File: src/design/div_config.svh
// ----------------------------------------
// Divide unit configuration
// word width and loop length
// ----------------------------------------

`ifndef DIV_CONFIG_SVH
`define DIV_CONFIG_SVH

// operand and result width
`define DIV_XLEN 32

// one quotient bit per iteration
`define DIV_ITERS `DIV_XLEN

`define DIV_CNT_W 6 // must hold DIV_ITERS

`endif

File: src/design/div_op_pkg.sv
// ----------------------------------------
// Divide operation types
// funct3 opcodes and the data word
// ----------------------------------------

`default_nettype none

`include "div_config.svh"

package div_op_pkg;

    typedef logic [`DIV_XLEN-1:0] div_word_t;

    // M-extension funct3 codes
    typedef enum logic [2:0] {
        OP_DIV  = 3'd4,
        OP_DIVU = 3'd5,
        OP_REM  = 3'd6,
        OP_REMU = 3'd7
    } div_op_e;

endpackage

`default_nettype wire

File: src/design/div_ctrl_pkg.sv
// ----------------------------------------
// Divide controller types
// ----------------------------------------

`default_nettype none

package div_ctrl_pkg;

    typedef enum logic [1:0] {
        S_IDLE   = 2'd0,
        S_SETUP  = 2'd1, // magnitudes and invert flag
        S_CALC   = 2'd2, // shift-subtract loop
        S_FINISH = 2'd3
    } div_state_e;

endpackage

`default_nettype wire

File: src/design/div_step_if.sv
// ----------------------------------------
// Divide step bus
// strobes from the controller, divisor
// status back from the datapath
// ----------------------------------------

`timescale 1ns/1ps
`default_nettype none

interface div_step_if;

    logic capture; // latch operands and op
    logic setup;   // magnitudes, remainder load
    logic step;    // one shift-subtract
    logic finish;  // write result

    logic divisor_zero;

    modport ctrl (
        output capture,
        output setup,
        output step,
        output finish,
        input  divisor_zero
    );

    modport dp (
        input  capture,
        input  setup,
        input  step,
        input  finish,
        output divisor_zero
    );

endinterface

`default_nettype wire

File: src/design/div_iter_counter.sv
// ----------------------------------------
// Divide iteration counter
// counts down the remaining quotient bits
// ----------------------------------------

`timescale 1ns/1ps
`default_nettype none

`include "div_config.svh"

module div_iter_counter (
    input  wire  clk,
    input  wire  rst_n,
    input  wire  load_i,
    input  wire  dec_i,
    output logic last_o
);

    logic [`DIV_CNT_W-1:0] count_q;

    // load wins over decrement
    always_ff @(posedge clk or negedge rst_n) begin
        if (!rst_n) begin
            count_q <= '0;
        end else if (load_i) begin
            count_q <= `DIV_CNT_W'(`DIV_ITERS);
        end else if (dec_i && (count_q != '0)) begin
            count_q <= count_q - 1'b1;
        end
    end

    // final step is the one taken at count 1
    assign last_o = (count_q == `DIV_CNT_W'd1);

endmodule

`default_nettype wire

File: src/design/div_datapath.sv
// ----------------------------------------
// Divide datapath
// restoring shift-subtract with sign
// fix-up before and after the loop
// ----------------------------------------

`timescale 1ns/1ps
`default_nettype none

`include "div_config.svh"

module div_datapath (
    input  wire                        clk,
    input  wire                        rst_n,
    input  wire div_op_pkg::div_word_t dividend_i,
    input  wire div_op_pkg::div_word_t divisor_i,
    input  wire div_op_pkg::div_op_e   op_i,
    output div_op_pkg::div_word_t      result_o,
    div_step_if.dp                     step_bus
);

    import div_op_pkg::*;

    div_op_e   op_q;
    div_word_t dividend_q; // as captured
    div_word_t divisor_q;
    div_word_t shift_q;    // dividend magnitude, shifted out msb first
    div_word_t dvsr_q;     // divisor magnitude
    div_word_t rem_q;      // partial remainder
    div_word_t quo_q;
    logic      invert_q;

    logic      signed_op;
    logic      is_div_op;
    logic      dividend_neg;
    logic      divisor_neg;
    div_word_t dividend_mag;
    div_word_t divisor_mag;

    logic [`DIV_XLEN:0] trial;
    logic [`DIV_XLEN:0] trial_diff;
    logic               trial_ge;
    div_word_t          trial_rem;

    div_word_t raw_res;
    div_word_t final_res;

    assign signed_op = (op_q == OP_DIV) || (op_q == OP_REM);
    assign is_div_op = (op_q == OP_DIV) || (op_q == OP_DIVU);

    // sign pre-processing
    assign dividend_neg = signed_op && dividend_q[`DIV_XLEN-1];
    assign divisor_neg  = signed_op && divisor_q[`DIV_XLEN-1];
    assign dividend_mag = dividend_neg ? -dividend_q : dividend_q;
    assign divisor_mag  = divisor_neg ? -divisor_q : divisor_q;

    assign step_bus.divisor_zero = (divisor_q == '0);

    // bring in the next dividend bit, then try the subtract
    assign trial      = {rem_q, shift_q[`DIV_XLEN-1]};
    assign trial_diff = trial - {1'b0, dvsr_q};
    assign trial_ge   = (trial >= {1'b0, dvsr_q});
    assign trial_rem  = trial_ge ? trial_diff[`DIV_XLEN-1:0] : trial[`DIV_XLEN-1:0];

    always_ff @(posedge clk) begin
        if (step_bus.capture) begin
            op_q       <= op_i;
            dividend_q <= dividend_i;
            divisor_q  <= divisor_i;
        end else if (step_bus.setup) begin
            shift_q <= dividend_mag;
            dvsr_q  <= divisor_mag;
            rem_q   <= '0;
            quo_q   <= '0;
            // quotient sign from both operands, remainder follows dividend
            invert_q <= ((op_q == OP_DIV) && (dividend_neg ^ divisor_neg))
                     || ((op_q == OP_REM) && dividend_neg);
        end else if (step_bus.step) begin
            shift_q <= shift_q << 1;
            rem_q   <= trial_rem;
            quo_q   <= {quo_q[`DIV_XLEN-2:0], trial_ge};
        end
    end

    // sign post-processing
    assign raw_res = is_div_op ? quo_q : rem_q;

    always_comb begin
        if (step_bus.divisor_zero) begin
            final_res = is_div_op ? '1 : dividend_q; // zero divisor rule
        end else if (invert_q) begin
            final_res = -raw_res;
        end else begin
            final_res = raw_res;
        end
    end

    // result holds until the next finish
    always_ff @(posedge clk or negedge rst_n) begin
        if (!rst_n) begin
            result_o <= '0;
        end else if (step_bus.finish) begin
            result_o <= final_res;
        end
    end

endmodule

`default_nettype wire

File: src/design/div_control.sv
// ----------------------------------------
// Divide controller
// sequences capture, setup, loop, finish
// and owns busy and the ready pulse
// ----------------------------------------

`timescale 1ns/1ps
`default_nettype none

module div_control (
    input  wire      clk,
    input  wire      rst_n,
    input  wire      start_i,
    output logic     busy_o,
    output logic     ready_o,
    output logic     cnt_load_o,
    output logic     cnt_dec_o,
    input  wire      cnt_last_i,
    div_step_if.ctrl step_bus
);

    import div_ctrl_pkg::*;

    div_state_e state_q;
    div_state_e state_d;

    logic do_capture;
    logic do_setup;
    logic do_step;
    logic do_finish;

    // every strobe needs start_i still held
    always_comb begin
        state_d    = state_q;
        do_capture = 1'b0;
        do_setup   = 1'b0;
        do_step    = 1'b0;
        do_finish  = 1'b0;
        cnt_load_o = 1'b0;

        if (!start_i) begin
            state_d = S_IDLE; // abort, or stay idle
        end else begin
            case (state_q)
                S_IDLE: begin
                    do_capture = 1'b1;
                    state_d    = S_SETUP;
                end
                S_SETUP: begin
                    do_setup = 1'b1;
                    if (step_bus.divisor_zero) begin
                        state_d = S_FINISH; // skip the loop
                    end else begin
                        cnt_load_o = 1'b1;
                        state_d    = S_CALC;
                    end
                end
                S_CALC: begin
                    do_step = 1'b1;
                    if (cnt_last_i) begin
                        state_d = S_FINISH;
                    end
                end
                S_FINISH: begin
                    do_finish = 1'b1;
                    state_d   = S_IDLE;
                end
                default: begin
                    state_d = S_IDLE;
                end
            endcase
        end
    end

    assign cnt_dec_o = do_step;

    assign step_bus.capture = do_capture;
    assign step_bus.setup   = do_setup;
    assign step_bus.step    = do_step;
    assign step_bus.finish  = do_finish;

    always_ff @(posedge clk or negedge rst_n) begin
        if (!rst_n) begin
            state_q <= S_IDLE;
            busy_o  <= 1'b0;
            ready_o <= 1'b0;
        end else begin
            state_q <= state_d;
            busy_o  <= (state_d != S_IDLE); // drops on finish or abort
            ready_o <= do_finish;           // single cycle pulse
        end
    end

endmodule

`default_nettype wire

File: src/design/div_unit.sv
// ----------------------------------------
// Iterative integer divide unit
// DIV, DIVU, REM, REMU in 34 cycles
// ----------------------------------------

`timescale 1ns/1ps
`default_nettype none

module div_unit (
    input  wire                        clk,
    input  wire                        rst_n,
    input  wire                        start_i,  // held for the whole op
    input  wire div_op_pkg::div_op_e   op_i,
    input  wire div_op_pkg::div_word_t dividend_i,
    input  wire div_op_pkg::div_word_t divisor_i,
    output div_op_pkg::div_word_t      result_o,
    output logic                       ready_o,  // one cycle pulse
    output logic                       busy_o
);

    logic cnt_load;
    logic cnt_dec;
    logic cnt_last;

    div_step_if step_bus ();

    div_control u_control (
        .clk        (clk),
        .rst_n      (rst_n),
        .start_i    (start_i),
        .busy_o     (busy_o),
        .ready_o    (ready_o),
        .cnt_load_o (cnt_load),
        .cnt_dec_o  (cnt_dec),
        .cnt_last_i (cnt_last),
        .step_bus   (step_bus.ctrl)
    );

    div_iter_counter u_counter (
        .clk    (clk),
        .rst_n  (rst_n),
        .load_i (cnt_load),
        .dec_i  (cnt_dec),
        .last_o (cnt_last)
    );

    div_datapath u_datapath (
        .clk        (clk),
        .rst_n      (rst_n),
        .dividend_i (dividend_i),
        .divisor_i  (divisor_i),
        .op_i       (op_i),
        .result_o   (result_o),
        .step_bus   (step_bus.dp)
    );

endmodule

`default_nettype wire

File: config.mk
export PLATFORM = sky130hd
export DESIGN_NAME = div_unit
export DESIGN_NICKNAME = d
export VERILOG_FILES = /design/src/design/div_op_pkg.sv /design/src/design/div_ctrl_pkg.sv /design/src/design/div_step_if.sv /design/src/design/div_iter_counter.sv /design/src/design/div_datapath.sv /design/src/design/div_control.sv /design/src/design/div_unit.sv
export VERILOG_INCLUDE_DIRS = /design/src /design/src/design
export SDC_FILE = /design/constraint.sdc
export NUM_CORES = 1
export LEC_CHECK = 0
export ABC_AREA = 1
export BUFFER_PORTS_ARGS = -buffer_cell sky130_fd_sc_hd__buf_2
export CORE_MARGIN = 2
export CORE_UTILIZATION = 60
export DETAILED_ROUTE_END_ITERATION = 8
export HOLD_SLACK_MARGIN = 0.05
export PLACE_DENSITY = 0.81
export SYNTH_ARGS = -nofsm -noshare
export SYNTH_HDL_FRONTEND = slang
export SYNTH_SLANG_ARGS = --single-unit
export TNS_END_PERCENT = 30
File: constraint.sdc
create_clock -name clk -period 15.2 [get_ports clk]
set_input_delay 0.76 -clock clk [delete_from_list [all_inputs] [get_ports clk]]
set_output_delay 0.76 -clock clk [all_outputs]
set_load 0.03 [all_outputs]
==> results of run 1 <==
[cell type report]
class                   instances  area (um^2)
repair buffers                112          583
fillers                      1973         7520
multi-input cells            1303         6520
well taps                     319          399
clock buffers                  33          677
inverters                     215          807
clock inverters                15          173
flip-flops and latches        238         6940
[placed cells by master (no fill, tap or decap), drive strengths merged, types with 4 or more instances in the layout]
cell | synthesis | layout
a21o | 6 | 6
a21oi | 83 | 83
a31oi | 6 | 6
buf | 26 | 112
clkbuf | 27 | 33
clkinv | 2 | 13
dfrtp | 42 | 42
edfxtp | 196 | 196
ha | 41 | 41
inv | 213 | 214
nand2 | 433 | 433
nand3 | 94 | 94
nand3b | 4 | 4
nand4 | 26 | 26
nor2 | 305 | 305
nor3 | 24 | 24
nor4 | 5 | 5
o211ai | 4 | 4
o21a | 4 | 4
o21ai | 170 | 170
or2 | 7 | 7
xnor2 | 24 | 24
xor2 | 59 | 59
[synthesized netlist by cell type (5+ instances only)]
| cell type | n | share of area (%) |
|---|---|---|
| or2_2 | 7 | 0.30 |
| xnor2_1 | 24 | 1.4 |
| nor2_2 | 8 | 0.34 |
| nand4_1 | 26 | 1.1 |
| nand3_1 | 93 | 3.2 |
| buf_2 | 11 | 0.38 |
| edfxtp_1 | 196 | 40 |
| o21ai_0 | 147 | 5.1 |
| o21ai_1 | 12 | 0.41 |
| clkbuf_1 | 27 | 0.70 |
| buf_6 | 5 | 0.39 |
| dfrtp_1 | 42 | 7.2 |
| nor2_1 | 295 | 7.6 |
| a31oi_1 | 6 | 0.26 |
| nor3_1 | 22 | 0.76 |
| a21o_1 | 6 | 0.31 |
| nand2_2 | 10 | 0.43 |
| a21oi_1 | 80 | 2.8 |
| xor2_1 | 59 | 3.6 |
| nor4_1 | 5 | 0.22 |
| inv_1 | 211 | 5.4 |
| o21ai_2 | 11 | 0.66 |
| nand2_1 | 422 | 11 |
| ha_1 | 41 | 3.5 |
[metrics by stage]
| step | instance area [um^2] | instances | hold slack (ns) | setup WS, ns | total power, W |
|---|---|---|---|---|---|
| floorplan | 14500 | 1809 | 0.426 | 8.89 | 0.00144 |
| global placement | 15200 | 2187 | 0.432 | 12.29 | 0.00163 |
| detailed placement | 15200 | 2187 | 0.440 | 12.12 | 0.00165 |
| CTS | 16100 | 2235 | 0.371 | 12.11 | 0.00227 |
| global route | 16100 | 2235 | 0.371 | 11.74 | 0.00240 |
| finish | 16100 | 2235 | 0.383 | 12.09 | 0.00228 |
[sequential cells by signal, summed over array words and instances (netlist names)]
register,count
u_datapath.shift_q,32
u_datapath.divisor_q,32
u_datapath.dvsr_q,32
u_control.busy_o,1
u_datapath.quo_q,32
u_control.state_q,2
u_datapath.dividend_q,32
u_datapath.invert_q,1
u_datapath.result_o,32
u_counter.count_q,6
u_datapath.rem_q,32
u_control.ready_o,1
u_datapath.op_q,3
[final timing paths]
check,depth (start not counted),from,endpoint
min,1,dividend_i[21],u_datapath.dividend_q[21]
min in group asynchronous,1,rst_n,u_datapath.result_o[2]
max in group asynchronous,1,rst_n,u_datapath.result_o[9]
min reg2reg,0,u_datapath.divisor_q[0],u_datapath.dvsr_q[0]
max reg2reg,12,u_datapath.divisor_q[0],u_datapath.result_o[28]
max,12,u_datapath.divisor_q[0],u_datapath.result_o[28]
[routing by layer]
layer  up-vias  share of wire (%)
met2       528                 45
met5         -                  0
li1       6108                  -
met1      5659                 44
met4         0                3.2
met3        86                8.0
[kinds of logic after synthesis]
| kind of cell | share of synthesized area (%) |
|---|---|
| compound gates | 10.4 |
| xor+xnor | 5.00 |
| fa+ha+maj | 3.67 |
| buf+inv | 7.53 |
| flops | 47.7 |
| simple gates | 25.6 |
[worst max-delay path, delay by kind of cell, from the launching register on]
kind | cells | cell delay [ns]
compound gates | 2 | 0.66
fa+ha+maj | 1 | 0.14
buf+inv | 3 | 0.23
flops | 1 | 0.38
simple gates | 6 | 1.60
[report_power, final]
group          switching, W  leakage [nW]  internal, W
Sequential        0.0000938          2.31     0.000861
Combinational      0.000480          4.52     0.000215
Clock              0.000259         0.414     0.000368
Total              0.000833          7.24      0.00144
==> results_dict.tcl, run 1 <==
set metrics [dict create \
    fmax_mhz 322 \
    min_period_ns 3.11 \
    drtAntennaViolNets 0 \
    viasPerCell 5.54 \
    clockBufferDepth 3 \
    io_pins 104 \
    met2_usage_pct 46.5 \
    hold_viol 0 \
    cts_resized 0 \
    routed_wl_um 37800 \
    drive_gt1_share_pct 10.5 \
    synth-async-reset-ratio_pct 17.6 \
    yosysSeqAreaShare_pct 47.7 \
    leakage_nw 7.24 \
    critPathMaxStageDelay_ns 0.81 \
    firstDrtPassIters 5 \
    cp_data_required_time_ns 15.67 \
    grt_pass1_vias 11800 \
    cp_cell_sequence "inv_1, ha_1, inv_1, nor3_2, nand2_1, nor2_2, nand3_1, nor2_1, nand3_1, o21ai_0, inv_1, a21oi_2" \
    cts_sinks 238 \
    grt_first_pass_wirelength_um 60400 \
    cp-start-kind "flip-flop" \
    die_w_um 160 \
    drtIter0Drc 1393 \
    drv_slew 0 \
    cts-root-buf "clkbuf_16" \
    cts_tree "done" \
    fin_worst_skew_ns 0.0218 \
    routabilityCongestion 0.982 \
    crit_type "reg2reg" \
    ir_drop_mv 0.129 \
    antennaDiodeCount 0 \
    maxCapViolations 0 \
    post-route-util_pct 68.2 \
    start_util_pct 61.5 \
    fin_tns_setup_ns 0 \
    ys_seq_elements 238 \
    yosys_warnings 0 \
    yosysUniqueCellTypes 46 \
    nNetsFinal 2008 \
    rows 56 \
    status "complete, no violations" \
    coreArea_um2 23600 \
    grt_use_met3_pct 4.10 \
    grt-busiest-layer "met2" \
    area_growth_pct 10.7 \
    holdBufCountCts 0 \
    tightest_slew_ns 1.25 \
    netlist_instances 1809 \
    crit_top_cell "inv_1" \
    netlist_area_um2 14500 \
    drc 0 \
    grtUsageTotal_pct 29.6 \
    syn_nets 1921 \
    arrival_ns 3.58 \
    port_buffers 103 \
    hpwl_um 28200 \
    die_area_um2 25500 \
    use_met1_pct 42.6 \
    wl_per_cell_um 16.9 \
    cp-end-kind "flip-flop" \
    dieHeight_um 160 \
    grt.overflow.total 0 \
    cpMaxStageDelayCell "nand3_1" \
    r2r_setup_slack_ns 12.09 \
    via_count 12400 \
    hp-class "in2reg" \
    worstSkewPairLatency_ns 0.55 \
    relSlewSlack_pct 15.8 \
    cts_setup_buffers 0 \
    synth_area_per_cell_um2 8.03 \
    clk_pin_slew_worst_paths_ns 0.06 \
    power.density_nw_per_um2 141 \
    fin_crit_sh_pct 20.4 \
    path_max_fanout 29 \
    cts_max_level 1 \
    grt_max_degree 82 \
    antenna_found_initial 0 \
    synth-edff-count 196 \
    numCtsBuffers 26 \
    finalSetupViolations 0 \
    rsz0062_at_grt "false" \
    synth_ff_type "edfxtp_1" \
]
Note: power is estimated with default switching activity, not from simulation.
==> run 2, diff against run 1 <==
--- a/config.mk
+++ b/config.mk
@@ -9,10 +9,10 @@
 export ABC_AREA = 1
 export BUFFER_PORTS_ARGS = -buffer_cell sky130_fd_sc_hd__buf_2
 export CORE_MARGIN = 2
-export CORE_UTILIZATION = 60
+export CORE_UTILIZATION = 56
 export DETAILED_ROUTE_END_ITERATION = 8
 export HOLD_SLACK_MARGIN = 0.05
-export PLACE_DENSITY = 0.81
+export PLACE_DENSITY = 0.8
 export SYNTH_ARGS = -nofsm -noshare
 export SYNTH_HDL_FRONTEND = slang
 export SYNTH_SLANG_ARGS = --single-unit
==> constraint.sdc (replaced) <==
create_clock -name clk -period 2.75 [get_ports clk]
set_input_delay 0.1375 -clock clk [delete_from_list [all_inputs] [get_ports clk]]
set_output_delay 0.1375 -clock clk [all_outputs]
set_load 0.03 [all_outputs]
==> results_dict.tcl, run 2 (synthesis results as in run 1) <==
set metrics [dict create \
    die_area_um2 27300 \
    crit_start "u_datapath.rem_q[26]" \
    drc 0 \
    firstDrtPassIters 6 \
    final_common_cell "nand2_1" \
    min_period_ns 2.63 \
    numCtsBuffers 26 \
    rr_startpoint "u_datapath.rem_q[26]" \
    arrival_ns 2.90 \
    die_w_um 165 \
    hpwl_um 30100 \
    antennaDiodeCount 0 \
    worstSkewPairLatency_ns 0.54 \
    status "complete, no violations" \
    fin_crit_sh_pct 95.5 \
    drive_gt1_share_pct 12.1 \
    fin_worst_skew_ns 0.0134 \
    cpMaxStageDelayCell "edfxtp_1" \
    viasPerCell 5.66 \
    r2r-end "u_datapath.rem_q[10]" \
    cp.depth 11 \
    maxCapViolations 0 \
    intPower_w 0.00827 \
    leakage_nw 7.77 \
    grt.overflow.total 0 \
    drtAntennaViolNets 0 \
    relSlewSlack_pct 34.1 \
    place_inst 2232 \
    post-route-util_pct 68.0 \
    hp-class "in2async" \
    pwr-share-comb_pct 32.0 \
    area_growth_pct 18.5 \
    cp_cell_sequence "ha_1, nand2_1, o21ai_0, nand3_1, nand2_1, a21oi_1, nand2_1, buf_12, nand2_1, o21ai_1, nor2_1" \
    dieHeight_um 165 \
    clk_pin_slew_worst_paths_ns 0.06 \
    worst-path-buf-inv 1 \
    r2r_setup_slack_ns 0.12 \
    cp_data_required_time_ns 3.02 \
    clockBufferDepth 3 \
    hold_viol 0 \
    cts_max_level 1 \
    switchingPower_w 0.00482 \
    cp-end-kind "flip-flop" \
    cts_tree "done" \
    drtIter0Drc 1374 \
    drv_slew 0 \
    reg2reg_depth 11 \
    cp_top_family "simple AND/OR/NAND/NOR gates" \
    rows 58 \
    power_w 0.0131 \
    io_pins 104 \
    finalSetupViolations 0 \
    finalNonFillerCells 2351 \
    routabilityCongestion 0.955 \
    grtUsageTotal_pct 31.5 \
    start_util_pct 57.4 \
    grt_first_pass_wirelength_um 66400 \
    critPathMaxStageDelay_ns 0.47 \
    routed_wl_um 43200 \
    rsz0062_at_grt "true" \
    nNetsFinal 2114 \
    cts_sinks 238 \
    grt_max_degree 68 \
    power_frac_seq_pct 40.0 \
    fmax_mhz 381 \
    tightest_slew_ns 0.989 \
    via_count 13300 \
    antenna_found_initial 0 \
    wl_per_cell_um 18.4 \
    fillerInstances 1979 \
    cp-start-kind "flip-flop" \
    power_switching_share_pct 36.8 \
    path_max_fanout 38 \
    port_buffers 103 \
    mostFrequentLayoutCells "421 x nand2_1, 293 x nor2_1, 210 x inv_1" \
    grt_pass1_vias 12700 \
    power.density_nw_per_um2 760 \
    ir_drop_mv 0.586 \
    crit_type "reg2reg" \
    pwr-share-clk_pct 28.0 \
    crit_top_cell "nand2_1" \
    coreArea_um2 25300 \
    cts-root-buf "clkbuf_16" \
    crit_end "u_datapath.rem_q[10]" \
]
==> run 2: routing by layer <==
metal,global-route usage [%],up-vias,part of all wire [%]
met5,0,-,0
met4,8.10,0,2.4
met3,4.40,92,9.6
met2,51.5,704,47
met1,44.4,6186,41
li1,-,6316,-
==> run 2: how the worst min path moves through the flow <==
stage	startpoint	to	slack, ns	cells past startpoint
after floorplan	rst_n	u_control.busy_o	-0.16	0
after detailed placement	dividend_i[6]	u_datapath.dividend_q[6]	0.32	1
after global placement	dividend_i[27]	u_datapath.dividend_q[27]	0.31	1
final	rst_n	u_counter.count_q[4]	0.30	2
after global routing	divisor_i[13]	u_datapath.divisor_q[13]	0.30	2
after CTS	dividend_i[30]	u_datapath.dividend_q[30]	0.28	2
==> run 2: stage by stage <==
step / setup slack [ns] / area [um^2] / TNS, ns / hold WS [ns]
finish: 0.123 / 17200 / 0 / 0.304
global route: -0.00227 / 17200 / -0.00227 / 0.301
CTS: 0.131 / 17200 / 0 / 0.283
detailed placement: 0.175 / 15600 / 0 / 0.316
global placement: 0.187 / 15600 / 0 / 0.313
floorplan: -0.166 / 14600 / -15.92 / -0.158
==> run 2: worst register-to-register path, delay by kind of cell (launching register included) <==
| kind | cells | cell delay (ns) |
|---|---|---|
| AOI/OAI and AO/OA | 3 | 0.53 |
| and+or+nand+nor | 6 | 0.70 |
| buffers and inverters | 1 | 0.21 |
| adders and majority gates | 1 | 0.46 |
| DFF | 1 | 0.47 |
==> run 2: area by class of cell <==
cell class,instances,area (um^2),area share [%]
multi-input combinational,1304,6540,38.0
inverter,215,807,4.69
sequential,238,6940,40.3
timing repair buffer,217,1630,9.47
clock buffer,31,722,4.19
tap,330,413,2.40
clock inverter,16,171,0.995
==> run 2: timing repair <==
item,4_1_cts,5_1_grt
setup endpoints to repair,0,15
hold buffers,69,0
hold endpoints to repair,112,0
buffers inserted,0,2
gates resized for setup,0,7
==> run 2: power groups by stage <==
stage | Combinational [W] | Sequential, W | Clock [W]
2_1_floorplan | 0.00235 | 0.00563 | 0
5_1_grt | 0.00461 | 0.00528 | 0.00381
3_3_place_gp | 0.00391 | 0.00527 | 0
4_1_cts | 0.00411 | 0.00522 | 0.00366
6_report | 0.00420 | 0.00524 | 0.00366
3_5_place_dp | 0.00399 | 0.00528 | 0
